===== src/boot_rom.hex =====
// One 32-bit word per line in hex, word addresses 0 to 15.
00000013
10000137
30000237
0ff00293
00512023
00022303
00130313
00612223
fe5ff06f
deadbeef
0badf00d
12345678
9abcdef0
00000000
ffffffff
a5a55a5a


===== src/design/soc_bus_pkg.sv =====
`default_nettype none

package soc_bus_pkg;

    typedef logic [31:0] axil_addr_t;
    typedef logic [31:0] axil_data_t;
    typedef logic [3:0]  axil_strb_t;
    typedef logic [1:0]  axil_resp_t;

    typedef struct packed {
        axil_addr_t addr;
        logic [2:0] prot;
    } axil_aw_t;

    typedef struct packed {
        axil_data_t data;
        axil_strb_t strb;
    } axil_w_t;

    typedef struct packed {
        axil_addr_t addr;
        logic [2:0] prot;
    } axil_ar_t;

    typedef struct packed {
        axil_data_t data;
        axil_resp_t resp;
    } axil_r_t;

    localparam axil_resp_t RESP_OKAY   = 2'd0;
    localparam axil_resp_t RESP_SLVERR = 2'd2;
    localparam axil_resp_t RESP_DECERR = 2'd3;

    // Top address nibble of each target.
    localparam logic [3:0] REGION_ROM  = 4'h0;
    localparam logic [3:0] REGION_RAM  = 4'h1;
    localparam logic [3:0] REGION_UART = 4'h3;

    typedef enum logic [1:0] {ROM, RAM, UART, NONE} region_t;

    localparam int    ROM_WORDS = 16;
    localparam int    RAM_WORDS = 1024;
    localparam string ROM_FILE  = "/design/src/boot_rom.hex";

    localparam int CLKS_PER_BIT = 8;

    typedef logic [$clog2(CLKS_PER_BIT)-1:0] baud_cnt_t;
    typedef logic [7:0] uart_byte_t;

    localparam baud_cnt_t BIT_LAST = baud_cnt_t'(CLKS_PER_BIT - 1);
    localparam baud_cnt_t BIT_HALF = baud_cnt_t'(CLKS_PER_BIT / 2 - 1);

    localparam axil_addr_t UART_TXDATA = 32'h0;
    localparam axil_addr_t UART_STATUS = 32'h4;
    localparam axil_addr_t UART_RXDATA = 32'h8;

endpackage

`default_nettype wire

===== src/design/uart_periph.sv =====
`timescale 1ns/100ps
`default_nettype none

module uart_periph import soc_bus_pkg::*; (
    input  logic       clk,
    input  logic       rst,

    input  axil_aw_t   aw,
    input  logic       awvalid,
    output logic       awready,
    input  axil_w_t    w,
    input  logic       wvalid,
    output logic       wready,
    output axil_resp_t bresp,
    output logic       bvalid,
    input  logic       bready,
    input  axil_ar_t   ar,
    input  logic       arvalid,
    output logic       arready,
    output axil_r_t    r,
    output logic       rvalid,
    input  logic       rready,

    output logic       uart_tx,
    input  logic       uart_rx
);
    typedef enum logic [1:0] {IDLE, START, DATA, STOP} uart_state_t;

    uart_state_t tx_state;
    uart_state_t rx_state;
    baud_cnt_t   tx_cnt;
    baud_cnt_t   rx_cnt;
    logic [2:0]  tx_bits;
    logic [2:0]  rx_bits;
    uart_byte_t  tx_shift;
    uart_byte_t  rx_shift;
    uart_byte_t  rx_data;
    logic        rx_valid;
    logic [1:0]  rx_sync;
    logic        tx_busy;
    logic        wr_tx;
    logic        tx_start;
    logic        rx_rd;

    assign awready  = awvalid && wvalid && !bvalid;
    assign wready   = awready;
    assign arready  = arvalid && !rvalid;
    assign tx_busy  = tx_state != IDLE;
    assign wr_tx    = aw.addr[3:0] == UART_TXDATA[3:0];
    assign tx_start = awready && wr_tx && !tx_busy;
    assign rx_rd    = arready && ar.addr[3:0] == UART_RXDATA[3:0];

    always_ff @(posedge clk) begin
        if (rst) begin
            bvalid <= 1'b0;
            rvalid <= 1'b0;
        end else begin
            if (awready) bvalid <= 1'b1;
            else if (bready) bvalid <= 1'b0;
            if (arready) rvalid <= 1'b1;
            else if (rready) rvalid <= 1'b0;
        end
    end

    always_ff @(posedge clk) begin
        if (awready) bresp <= (wr_tx && !tx_busy) ? RESP_OKAY : RESP_SLVERR;
        if (arready) begin
            case (ar.addr[3:0])
                UART_TXDATA[3:0]: r <= '{data: '0, resp: RESP_OKAY};
                UART_STATUS[3:0]: r <= '{data: {30'd0, rx_valid, tx_busy}, resp: RESP_OKAY};
                UART_RXDATA[3:0]: r <= '{data: {24'd0, rx_data}, resp: RESP_OKAY};
                default:          r <= '{data: '0, resp: RESP_SLVERR};
            endcase
        end
    end

    always_ff @(posedge clk) begin
        if (rst) begin
            tx_state <= IDLE;
            uart_tx  <= 1'b1;
        end else begin
            case (tx_state)
                IDLE: if (tx_start) begin
                    tx_state <= START;
                    tx_shift <= w.data[7:0];
                    tx_cnt   <= '0;
                    uart_tx  <= 1'b0;  // Start bit.
                end
                START: if (tx_cnt == BIT_LAST) begin
                    tx_state <= DATA;
                    tx_cnt   <= '0;
                    tx_bits  <= '0;
                    uart_tx  <= tx_shift[0];
                end else begin
                    tx_cnt <= tx_cnt + 1'b1;
                end
                DATA: if (tx_cnt == BIT_LAST) begin
                    tx_cnt <= '0;
                    if (tx_bits == 3'd7) begin
                        tx_state <= STOP;
                        uart_tx  <= 1'b1;
                    end else begin
                        tx_bits  <= tx_bits + 1'b1;
                        tx_shift <= tx_shift >> 1;
                        uart_tx  <= tx_shift[1];
                    end
                end else begin
                    tx_cnt <= tx_cnt + 1'b1;
                end
                default: if (tx_cnt == BIT_LAST) tx_state <= IDLE;
                    else tx_cnt <= tx_cnt + 1'b1;
            endcase
        end
    end

    always_ff @(posedge clk) begin
        if (rst) begin
            rx_state <= IDLE;
            rx_sync  <= 2'b11;
            rx_valid <= 1'b0;
        end else begin
            rx_sync <= {rx_sync[0], uart_rx};
            if (rx_rd) rx_valid <= 1'b0;
            case (rx_state)
                IDLE: if (!rx_sync[1]) begin
                    rx_state <= START;
                    rx_cnt   <= '0;
                end
                START: if (rx_cnt == BIT_HALF) begin  // Middle of start bit.
                    rx_state <= rx_sync[1] ? IDLE : DATA;
                    rx_cnt   <= '0;
                    rx_bits  <= '0;
                end else begin
                    rx_cnt <= rx_cnt + 1'b1;
                end
                DATA: if (rx_cnt == BIT_LAST) begin
                    rx_cnt   <= '0;
                    rx_shift <= {rx_sync[1], rx_shift[7:1]};
                    rx_bits  <= rx_bits + 1'b1;
                    if (rx_bits == 3'd7) rx_state <= STOP;
                end else begin
                    rx_cnt <= rx_cnt + 1'b1;
                end
                default: if (rx_cnt == BIT_LAST) begin
                    rx_state <= IDLE;
                    if (rx_sync[1]) begin  // Valid stop bit.
                        rx_data  <= rx_shift;
                        rx_valid <= 1'b1;
                    end
                end else begin
                    rx_cnt <= rx_cnt + 1'b1;
                end
            endcase
        end
    end

    assert property (@(posedge clk) disable iff (rst) tx_state == IDLE |-> uart_tx)
        else $error("TX line low while transmitter idle.");

endmodule

`default_nettype wire


===== config.mk =====
export PLATFORM = sky130hd
export DESIGN_NAME = uart_periph
export DESIGN_NICKNAME = d
export VERILOG_FILES = /design/src/design/soc_bus_pkg.sv /design/src/design/uart_periph.sv
export SDC_FILE = /design/constraint.sdc
export NUM_CORES = 1
export LEC_CHECK = 0
export BUFFER_PORTS_ARGS = -buffer_cell sky130_fd_sc_hd__buf_4
export CAP_MARGIN = 10
export CORE_MARGIN = 2
export CORE_UTILIZATION = 44
export CTS_CLUSTER_DIAMETER = 120
export DETAILED_ROUTE_END_ITERATION = 16
export GPL_ROUTABILITY_DRIVEN = 0
export GPL_TIMING_DRIVEN = 1
export PLACE_DENSITY_LB_ADDON = 0.12
export SLEW_MARGIN = 20
export SYNTH_ARGS = -nofsm -noshare
export SYNTH_HDL_FRONTEND = slang
export SYNTH_SLANG_ARGS = --single-unit

===== constraint.sdc =====
create_clock -name clk -period 2.17 [get_ports clk]
set_input_delay 0.3255 -clock clk [delete_from_list [all_inputs] [get_ports clk]]
set_output_delay 0.3255 -clock clk [all_outputs]
set_load 0.05 [all_outputs]

==> summary.txt <==
Yosys
  • Top_reg_cell synth: edfxtp_1
  • Distinct cells, synth: 43
  • Cell count after synthesis: 211
  • Top post-synthesis cells by area: edfxtp_1 52%, buf_4 7.6%, dfxtp_1 7.5%
  • Commonest cells post-synth: 46 x edfxtp_1, 27 x buf_4, 13 x ha_1, 13 x nand2_1, 12 x inv_1
  • Number of synthesized flops with an enable pin: 46
  • Seq cells post-synth: 56
  • Ys async rst share: 0%
  • Ys Warns: 0
  • Cell area after synthesis: 2650 um2
  • Area share of the largest cell type after synthesis: around 52%
  • Syn avg cell area: 12.6 um2
  • Most common cell in the netlist: edfxtp_1
  • Seq/Total Area, Yosys: between 50% and 60%
  • Post-synth top area cell: edfxtp_1

Clock tree
  • Post-CTS Repair Setup Buffers: 0
  • CTS Root Cell: clkbuf_8
  • Cts bufs inserted: 5
  • CTS max path bufs: 2
  • CTS clock-pin slew for the worst setup and hold paths: 0.09 ns
  • H-Tree Depth: 2
  • Post-CTS sizing: 0
  • Hold-fix buffers, CTS: 0
  • Clock Sinks: 56
  • Clock Latency Late Sink: 0.31 ns
  • TritonCTS clock tree: yes

Layout
  • Area growth syn-to-layout: 14.3%
  • Fin area: 3030 um2
  • Nets: 381
  • Fill cell count: 544
  • Ant diodes: 0
  • Share of cells above drive strength 1: 26.3%
  • Layout Utilization: 51.5%

Routing
  • Final ANT Viol Nets: 0
  • Routed len/inst: 11.5 um
  • DRT Pass-1 Iters: 4
  • DRC viols: 0
  • Final WL: 3800 um
  • Vias: roughly 1500
  • Vias per inst: about 4.6
  • Iter 0 DRT Violations: 84

Worst setup path
  • Flop2flop setup slack: 0.36 ns
  • Slowest-stage cell, CP: dfxtp_1
  • Crit path capture type: flop
  • Critical path class: flop to flop
  • CP max stage delay: 0.39 ns
  • Crit Path Max Fanout: 8
  • Crit path arrival time: 1.84 ns
  • Startpoint class of the critical path: flop
  • Required @ worst endpoint: 2.20 ns
  • Crit-path cells: inv_1 -> ha_1 -> a21boi_2 -> or2_1 -> a21oi_1 -> buf_4

Power
  • Total power draw: 2290 uW
  • Leakage: approximately 0.0012 uW
  • Power per cell area: 755 nW/um2
  • Maximum vdd drop: 357 uV

STA
  • Final setup fails: 0
  • FMAX: ~550 MHz
  • Clock Skew: 0.00854 ns
  • Slew Viols, Final: 0
  • Final Hold Viols: 0
  • RSZ-0062 raised after global routing: false
  • Post-layout min period: 1.81 ns
  • Tcrit/Tclk final: between 80% and 90%
  • Setup TNS: 0 ns

Die
  • Die Footprint: 6670 um2
  • Die Width: approximately 82 um
  • Core area: around 6000 um2
  • Total I/O pin count: 156
  • DIE HEIGHT: between 80 and 90 um
  • FP Rows: 28
  • Initial Util: between 40 and 50%

GRT
  • Initial antenna violation count: 0
  • Total global-route track usage: 12.7%
  • First-pass GRT wire length: ~6300 um
  • Grt total ovfl: 0
  • Largest net degree at the start of global routing: 19
  • Vias in the first global route: 1415

Place
  • Port Buf Inserts: 39
  • Placed cell area: 2940 um2
  • Post-DP HPWL: approximately 2800 um

Flow run
  • Max-Cap Viols: 0

Hold path
  • Hold Path Class: input pin to flop

Outcome
  • Status: complete, no violations
==> placed cells by master (no fill, tap or decap), types with 3 or more instances in the layout <==
cell      instances
inv_1            12
nand2_1          13
nor2_1           10
edfxtp_1         46
nor3_1            5
o21ai_0           4
clkbuf_8          5
and2_1            8
dfxtp_1          10
ha_1             13
conb_1           26
a211oi_1          3
a21oi_1           9
nand2b_1          3
nor2b_1           4
buf_4            44
mux2_2            7
==> area by class of cell <==
| type | count | area (um2) | area share [%] |
|---|---|---|---|
| multi-input combinational | 135 | 892 | 29.4 |
| timing repair buffer | 44 | 330 | 10.9 |
| sequential | 56 | 1580 | 52.1 |
| tap | 75 | 93.8 | 3.09 |
| clock buffer | 5 | 68.8 | 2.27 |
| clock inverter | 3 | 21.3 | 0.701 |
| inverter | 12 | 45.0 | 1.49 |
==> flip-flops by register name (all words and copies together) (netlist names), 2 cells and up <==
register  flops
rx_sync       2
rx_shift      8
rx_state      2
rx_data       8
tx_cnt        3
r             9
tx_shift      8
rx_cnt        3
tx_state      2
rx_bits       3
tx_bits       3
==> kinds of logic after synthesis <==
family	count (synthesis)	synth area share, %
AO/OA/AOI/OAI	30	7.64
adder cells (fa/ha/maj)	13	6.13
buffers and inverters	45	10.4
flip-flops	56	59.6
multiplexers	9	3.72
other	1	0.141
AND/OR/NAND/NOR	57	12.4
==> critical path, delay by kind of cell, from the launching register on <==
kind,cells,cell delay [ns]
AO/OA/AOI/OAI,2,0.34
adder cells (fa/ha/maj),1,0.27
buffers and inverters,2,0.27
flip-flops,1,0.39
AND/OR/NAND/NOR,1,0.25
==> layer usage <==
| layer | track usage (%) | vias up | wire length, um |
|---|---|---|---|
| met5 | 0 | - | 0 |
| met4 | 5.00 | 0 | 66 |
| met3 | 3.85 | 5 | 290 |
| met2 | 19.6 | 51 | 1580 |
| met1 | 16.9 | 684 | 1860 |
| li1 | - | 780 | - |
==> where the power goes <==
part | switching (uW) | internal, uW | total (uW)
clock network | 344 | 230 | 574
registers | 25.9 | 1220 | 1240
logic | 320 | 152 | 472
total | 690 | 1600 | 2290
==> final timing paths <==
path	start	to	cells after the start
max reg2reg	tx_state[0]	tx_shift[0]	6
max	tx_state[0]	tx_shift[0]	6
min reg2reg	rx_sync[0]	rx_sync[1]	1
min	rready	rvalid	2
==> per-stage QoR <==
step	worst slack (ns)	std cells	hold slack [ns]
after floorplan	0.00270	236	0.389
after global placement	0.390	322	0.392
after detailed placement	0.369	322	0.398
after CTS	0.353	330	0.169
after global routing	0.205	330	0.184
final	0.362	330	0.183
No activity file was read; power rests on OpenSTA's default activity.
