## src/boot_rom.hex

```
// One 32-bit word per line in hex, word addresses 0 to 15.
00000013
10000137
30000237
0ff00293
00512023
00022303
00130313
00612223
fe5ff06f
deadbeef
0badf00d
12345678
9abcdef0
00000000
ffffffff
a5a55a5a

```

## src/design/soc_bus_pkg.sv

```systemverilog
`default_nettype none

package soc_bus_pkg;

    typedef logic [31:0] axil_addr_t;
    typedef logic [31:0] axil_data_t;
    typedef logic [3:0]  axil_strb_t;
    typedef logic [1:0]  axil_resp_t;

    typedef struct packed {
        axil_addr_t addr;
        logic [2:0] prot;
    } axil_aw_t;

    typedef struct packed {
        axil_data_t data;
        axil_strb_t strb;
    } axil_w_t;

    typedef struct packed {
        axil_addr_t addr;
        logic [2:0] prot;
    } axil_ar_t;

    typedef struct packed {
        axil_data_t data;
        axil_resp_t resp;
    } axil_r_t;

    localparam axil_resp_t RESP_OKAY   = 2'd0;
    localparam axil_resp_t RESP_SLVERR = 2'd2;
    localparam axil_resp_t RESP_DECERR = 2'd3;

    // Top address nibble of each target.
    localparam logic [3:0] REGION_ROM  = 4'h0;
    localparam logic [3:0] REGION_RAM  = 4'h1;
    localparam logic [3:0] REGION_UART = 4'h3;

    typedef enum logic [1:0] {ROM, RAM, UART, NONE} region_t;

    localparam int    ROM_WORDS = 16;
    localparam int    RAM_WORDS = 1024;
    localparam string ROM_FILE  = "/design/src/boot_rom.hex";

    localparam int CLKS_PER_BIT = 8;

    typedef logic [$clog2(CLKS_PER_BIT)-1:0] baud_cnt_t;
    typedef logic [7:0] uart_byte_t;

    localparam baud_cnt_t BIT_LAST = baud_cnt_t'(CLKS_PER_BIT - 1);
    localparam baud_cnt_t BIT_HALF = baud_cnt_t'(CLKS_PER_BIT / 2 - 1);

    localparam axil_addr_t UART_TXDATA = 32'h0;
    localparam axil_addr_t UART_STATUS = 32'h4;
    localparam axil_addr_t UART_RXDATA = 32'h8;

endpackage

`default_nettype wire
```

## src/design/axil_decoder.sv

```systemverilog
`timescale 1ns/100ps
`default_nettype none

module axil_decoder import soc_bus_pkg::*; (
    input  logic       clk,
    input  logic       rst,

    input  axil_aw_t   s_aw,
    input  logic       s_awvalid,
    output logic       s_awready,
    input  axil_w_t    s_w,
    input  logic       s_wvalid,
    output logic       s_wready,
    output axil_resp_t s_bresp,
    output logic       s_bvalid,
    input  logic       s_bready,
    input  axil_ar_t   s_ar,
    input  logic       s_arvalid,
    output logic       s_arready,
    output axil_r_t    s_r,
    output logic       s_rvalid,
    input  logic       s_rready,

    output axil_aw_t   rom_aw,
    output logic       rom_awvalid,
    input  logic       rom_awready,
    output axil_w_t    rom_w,
    output logic       rom_wvalid,
    input  logic       rom_wready,
    input  axil_resp_t rom_bresp,
    input  logic       rom_bvalid,
    output logic       rom_bready,
    output axil_ar_t   rom_ar,
    output logic       rom_arvalid,
    input  logic       rom_arready,
    input  axil_r_t    rom_r,
    input  logic       rom_rvalid,
    output logic       rom_rready,

    output axil_aw_t   ram_aw,
    output logic       ram_awvalid,
    input  logic       ram_awready,
    output axil_w_t    ram_w,
    output logic       ram_wvalid,
    input  logic       ram_wready,
    input  axil_resp_t ram_bresp,
    input  logic       ram_bvalid,
    output logic       ram_bready,
    output axil_ar_t   ram_ar,
    output logic       ram_arvalid,
    input  logic       ram_arready,
    input  axil_r_t    ram_r,
    input  logic       ram_rvalid,
    output logic       ram_rready,

    output axil_aw_t   uart_aw,
    output logic       uart_awvalid,
    input  logic       uart_awready,
    output axil_w_t    uart_w,
    output logic       uart_wvalid,
    input  logic       uart_wready,
    input  axil_resp_t uart_bresp,
    input  logic       uart_bvalid,
    output logic       uart_bready,
    output axil_ar_t   uart_ar,
    output logic       uart_arvalid,
    input  logic       uart_arready,
    input  axil_r_t    uart_r,
    input  logic       uart_rvalid,
    output logic       uart_rready
);
    typedef enum logic [1:0] {IDLE, REQUEST, WAIT_RESP, RESPOND} dec_state_t;

    dec_state_t state;
    logic       req_write;  // Held transaction is a write.
    axil_aw_t   req_a;
    axil_w_t    req_w;
    region_t    sel;
    axil_r_t    resp_q;
    region_t    acc_sel;
    logic       wr_acc;
    logic       rd_acc;
    logic [2:0] hit;
    logic       tgt_accept;
    logic       tgt_done;
    axil_resp_t tgt_bresp;
    axil_r_t    tgt_r;

    // Write wins over a pending read.
    assign wr_acc    = state == IDLE && s_awvalid && s_wvalid;
    assign rd_acc    = state == IDLE && s_arvalid && !(s_awvalid && s_wvalid);
    assign s_awready = wr_acc;
    assign s_wready  = wr_acc;
    assign s_arready = rd_acc;

    always_comb begin
        case (wr_acc ? s_aw.addr[31:28] : s_ar.addr[31:28])
            REGION_ROM:  acc_sel = ROM;
            REGION_RAM:  acc_sel = RAM;
            REGION_UART: acc_sel = UART;
            default:     acc_sel = NONE;
        endcase
    end

    always_ff @(posedge clk) begin
        if (rst) begin
            state <= IDLE;
        end else begin
            case (state)
                IDLE:      if (wr_acc || rd_acc) state <= (acc_sel == NONE) ? RESPOND : REQUEST;
                REQUEST:   if (tgt_accept) state <= WAIT_RESP;
                WAIT_RESP: if (tgt_done) state <= RESPOND;
                RESPOND:   if ((s_bvalid && s_bready) || (s_rvalid && s_rready)) state <= IDLE;
                default:   state <= IDLE;
            endcase
        end
    end

    always_ff @(posedge clk) begin
        if (wr_acc || rd_acc) begin
            req_write <= wr_acc;
            req_a     <= wr_acc ? s_aw : axil_aw_t'(s_ar);
            req_w     <= s_w;
            sel       <= acc_sel;
            resp_q    <= '{data: '0, resp: RESP_DECERR};  // Kept only when unmapped.
        end else if (state == WAIT_RESP && tgt_done) begin
            resp_q <= tgt_r;
            if (req_write) resp_q.resp <= tgt_bresp;
        end
    end

    assign hit = {sel == UART, sel == RAM, sel == ROM};

    assign {uart_aw, ram_aw, rom_aw} = {3{req_a}};
    assign {uart_w, ram_w, rom_w}    = {3{req_w}};
    assign {uart_ar, ram_ar, rom_ar} = {3{axil_ar_t'(req_a)}};

    assign {uart_awvalid, ram_awvalid, rom_awvalid} = {3{state == REQUEST && req_write}} & hit;
    assign {uart_wvalid, ram_wvalid, rom_wvalid}    = {3{state == REQUEST && req_write}} & hit;
    assign {uart_arvalid, ram_arvalid, rom_arvalid} = {3{state == REQUEST && !req_write}} & hit;
    assign {uart_bready, ram_bready, rom_bready}    = {3{state == WAIT_RESP && req_write}} & hit;
    assign {uart_rready, ram_rready, rom_rready}    = {3{state == WAIT_RESP && !req_write}} & hit;

    // Return path from the selected target.
    always_comb begin
        case (sel)
            ROM: begin
                tgt_accept = req_write ? rom_awready && rom_wready : rom_arready;
                tgt_done   = req_write ? rom_bvalid : rom_rvalid;
                tgt_bresp  = rom_bresp;
                tgt_r      = rom_r;
            end
            RAM: begin
                tgt_accept = req_write ? ram_awready && ram_wready : ram_arready;
                tgt_done   = req_write ? ram_bvalid : ram_rvalid;
                tgt_bresp  = ram_bresp;
                tgt_r      = ram_r;
            end
            UART: begin
                tgt_accept = req_write ? uart_awready && uart_wready : uart_arready;
                tgt_done   = req_write ? uart_bvalid : uart_rvalid;
                tgt_bresp  = uart_bresp;
                tgt_r      = uart_r;
            end
            default: begin
                tgt_accept = 1'b0;
                tgt_done   = 1'b0;
                tgt_bresp  = RESP_DECERR;
                tgt_r      = '{data: '0, resp: RESP_DECERR};
            end
        endcase
    end

    assign s_bvalid = state == RESPOND && req_write;
    assign s_rvalid = state == RESPOND && !req_write;
    assign s_bresp  = resp_q.resp;
    assign s_r      = resp_q;

    assert property (@(posedge clk) disable iff (rst) s_bvalid && !s_bready |=> s_bvalid)
        else $error("Write response withdrawn before bready.");

endmodule

`default_nettype wire

```

## config.mk

```make
export PLATFORM = sky130hd
export DESIGN_NAME = axil_decoder
export DESIGN_NICKNAME = d
export VERILOG_FILES = /design/src/design/soc_bus_pkg.sv /design/src/design/axil_decoder.sv
export SDC_FILE = /design/constraint.sdc
export NUM_CORES = 1
export LEC_CHECK = 0
export ABC_AREA = 1
export BUFFER_PORTS_ARGS = -buffer_cell sky130_fd_sc_hd__clkbuf_2
export CAP_MARGIN = 30
export CORE_AREA = 4 4 236 238
export CTS_CLUSTER_DIAMETER = 80
export CTS_CLUSTER_SIZE = 16
export DETAILED_ROUTE_END_ITERATION = 8
export DIE_AREA = 0 0 240 242
export PLACE_DENSITY = 0.32
export SLEW_MARGIN = 20
export SYNTH_ARGS = -nofsm -noshare
export SYNTH_HDL_FRONTEND = slang
export SYNTH_SLANG_ARGS = --single-unit
```

## constraint.sdc

```tcl
create_clock -name clk -period 5.48 [get_ports clk]
set_input_delay 0 -clock clk [delete_from_list [all_inputs] [get_ports clk]]
set_output_delay 0 -clock clk [all_outputs]
set_load 0.02 [all_outputs]
```

==> impl_metrics.sql <==
INSERT INTO impl_metrics (metric_group, metric, value, unit) VALUES
('critical_path', 'worst_path_largest_cell_delay', '0.63', 'ns'),
('drt', 'initial_drt_pass_iterations', '4', ''),
('yosys', 'synth-edff-count', '74', ''),
('power_and_ir_drop', 'max-vdd-ir-drop', '201', 'uV'),
('power_and_ir_drop', 'power_per_cell_area', '426', 'nW/um^2'),
('timing', 'rsz_0062_raised_after_global_routing', 'false', ''),
('global_routing', 'grt_first_pass_wirelength', '44.8', 'mm'),
('cts', 'cts-resized-gates', '0', ''),
('timing', 'finalCriticalPeriod', '3.01', 'ns'),
('critical_path', 'critPathKind', 'reg2reg', ''),
('placement', 'replace_congestion', '0.833', ''),
('critical_path', 'critPathMaxFanout', '38', ''),
('power_and_ir_drop', 'power.switching_fraction', '0.501', ''),
('drt', 'route.final.wire_length', '31.2', 'mm'),
('yosys', 'synthesis.area_per_instance', '8.28', 'sq um'),
('floorplan', 'number_of_top_level_design_ports', '610', ''),
('drt', 'drc_errors', '0', ''),
('final_layout', 'area_added_between_synthesis_and_finish', '57.1', '%'),
('yosys', 'instance_count_of_the_mapped_netlist', '828', ''),
('power_and_ir_drop', 'netSwitchingPower', '2.30', 'mW'),
('min_path', 'min-delay-path-class', 'in2reg', ''),
('cts', 'postCtsSetupRepairBufs', '0', ''),
('floorplan', 'die_y', '242', 'um'),
('global_routing', 'grt_usage', '0.102', ''),
('timing', 'achievable-frequency', '332', 'MHz'),
('cts', 'clock-sinks', '110', ''),
('placement', 'hpwl', '24.9', 'mm'),
('cts', 'cts_buffer_count', '9', ''),
('critical_path', 'worstPathCellList', 'inv_2 -> nor2_4 -> nand2_1 -> nand3_1 -> nand2_2 -> inv_2 -> o21ai_0 -> a21oi_1', ''),
('floorplan', 'die_area', '58100', 'sq um'),
('power_and_ir_drop', 'cell_internal_pwr', '2.29', 'mW'),
('critical_path', 'timing.critical_path.mode_cell', 'inv_2', ''),
('drt', 'post_drt_wl_per_cell', '15.3', 'um'),
('timing', 'timing.final.setup_violations', '0', ''),
('placement', 'io_buffer_count', '609', ''),
('yosys', 'synth.distinct_cells', '24', ''),
('drt', 'dr.first_iter.drc_count', '227', ''),
('timing', 'total_negative_setup_slacks', '0', 'ns'),
('yosys', 'synth.yosys.seq_area_share', '0.429', ''),
('timing', 'timing.max_slew.rel_slack', '0.458', ''),
('cts', 'cts_hold_repair.buffers', '165', ''),
('placement', 'place_inst', '1857', ''),
('critical_path', 'critical_path.startpoint_type', 'flip-flop', ''),
('critical_path', 'worstReg2RegStart', 'sel[0]', ''),
('timing', 'final.period_utilization', '0.549', ''),
('final_layout', 'final_common_cell', 'clkbuf_2', ''),
('job', 'drv.max_cap_violation_count', '0', ''),
('floorplan', 'initial_core_util', '0.128', ''),
('timing', 'clock-skew-final', '0.00744', 'ns'),
('yosys', 'post_syn_nets', '1069', ''),
('yosys', 'ys_seq_elements', '110', ''),
('yosys', 'synthesis.area', '6860', 'sq um'),
('global_routing', 'overflow', '0', ''),
('cts', 'clock_tree.root_cell', 'clkbuf_16', ''),
('global_routing', 'grt_antenna_before_repair', '2', ''),
('power_and_ir_drop', 'clock_power_share', '0.149', ''),
('power_and_ir_drop', 'fin_total_pwr', '4.59', 'mW'),
('cts', 'cts.htree.levels', '3', ''),
('yosys', 'ys_dominant_reg_cell', 'edfxtp_1', ''),
('global_routing', 'maximum_number_of_pins_on_one_net_before_global_route_repair', '49', ''),
('drt', 'routed-via-count', '7020', ''),
('status', 'outcome', 'complete, no violations', ''),
('cts', 'tritoncts_clock_tree', 'yes', ''),
('critical_path', 'critPathArrivalTime', '3.33', 'ns'),
('drt', 'detail_route.vias_per_cell', '3.44', ''),
('yosys', 'yosys_warnings', '0', ''),
('critical_path', 'critical-path-slowest-cell', 'nor2_4', ''),
('critical_path', 'cp.required', '5.80', 'ns'),
('power_and_ir_drop', 'power_frac_comb', '0.534', ''),
('timing', 'final_slew_violations', '0', ''),
('timing', 'max_slew.worst_pin.slew', '0.810', 'ns');
-- cell usage after synthesis, types with 2 or more instances --
master,instances,area (sq um)
a22o_1,9,78.8
nor2_1,69,259
inv_1,24,90.1
clkbuf_1,12,45.0
buf_2,9,45.0
nand3_1,35,175
buf_6,2,22.5
buf_1,2,7.51
ha_1,5,62.6
dfxtp_1,36,721
buf_4,255,1910
inv_2,4,15.0
nand2_1,230,863
o21ai_0,32,160
nand4_1,6,37.5
a21oi_1,17,85.1
edfxtp_1,74,2220
-- logic make-up after synthesis --
group           count (synthesis)  synth area share
simple gates                  344             0.200
buf+inv                       308             0.312
fa+ha+maj                       5           0.00912
flops                         110             0.429
compound gates                 61            0.0502
-- final timing paths --
| path | end | slack [ns] | cells after the start |
|---|---|---|---|
| setup / recovery | s_r[17] | 2.47 | 8 |
| hold / removal | s_r[7] | 0.03 | 5 |
| setup reg to reg | s_r[17] | 2.47 | 8 |
| hold reg to reg | s_r[27] | 0.48 | 2 |
-- area by class of cell --
| class | count | area (sq um) |
|---|---|---|
| flip-flops and latches | 110 | 2940 |
| clock inverters | 7 | 72.6 |
| clock buffers | 9 | 225 |
| diodes | 1 | 2.50 |
| well taps | 696 | 871 |
| multi-input cells | 410 | 1800 |
| fillers | 6086 | 42800 |
| repair buffers | 779 | 4750 |
| inverters | 28 | 105 |
-- metrics by stage --
step,worst slack (ns),util,hold slack [ns]
floorplan,1.83,-,0.0989
global placement,2.36,0.164,0.178
detailed placement,2.29,0.164,0.179
CTS,2.27,0.201,0.00162
global route,2.03,0.201,0.0251
finish,2.47,0.201,0.0281
-- metal layers --
metal | wire, um | part of all wire | track usage
met3 | 2460 | 0.079 | 0.0314
met1 | 12100 | 0.39 | 0.110
met2 | 15900 | 0.51 | 0.187
met5 | 7 | 0.00022 | 0
met4 | 668 | 0.021 | 0.0358
-- critical path: cells and delay by family (launching register included) --
kind                   cells  cell delay (ns)
AND/OR/NAND/NOR            4             1.24
flip-flops                 1             0.58
AO/OA/AOI/OAI              2             0.33
buffers and inverters      2             0.75
-- state kept, by name, summed over array words and instances (netlist names) --
signal     count
ram_w         36
ram_ar        35
s_r           32
s_bresp        2
sel            2
state          2
req_write      1
-- power groups by stage --
stage / Sequential (mW) / Combinational, mW / Clock, mW
5_1_grt: 1.50 / 2.65 / 0.770
3_3_place_gp: 1.47 / 2.34 / 0
6_report: 1.46 / 2.45 / 0.686
4_1_cts: 1.47 / 2.50 / 0.743
3_5_place_dp: 1.49 / 2.32 / 0
2_1_floorplan: 1.63 / 1.73 / 0
(Power assumes the default switching activity.)
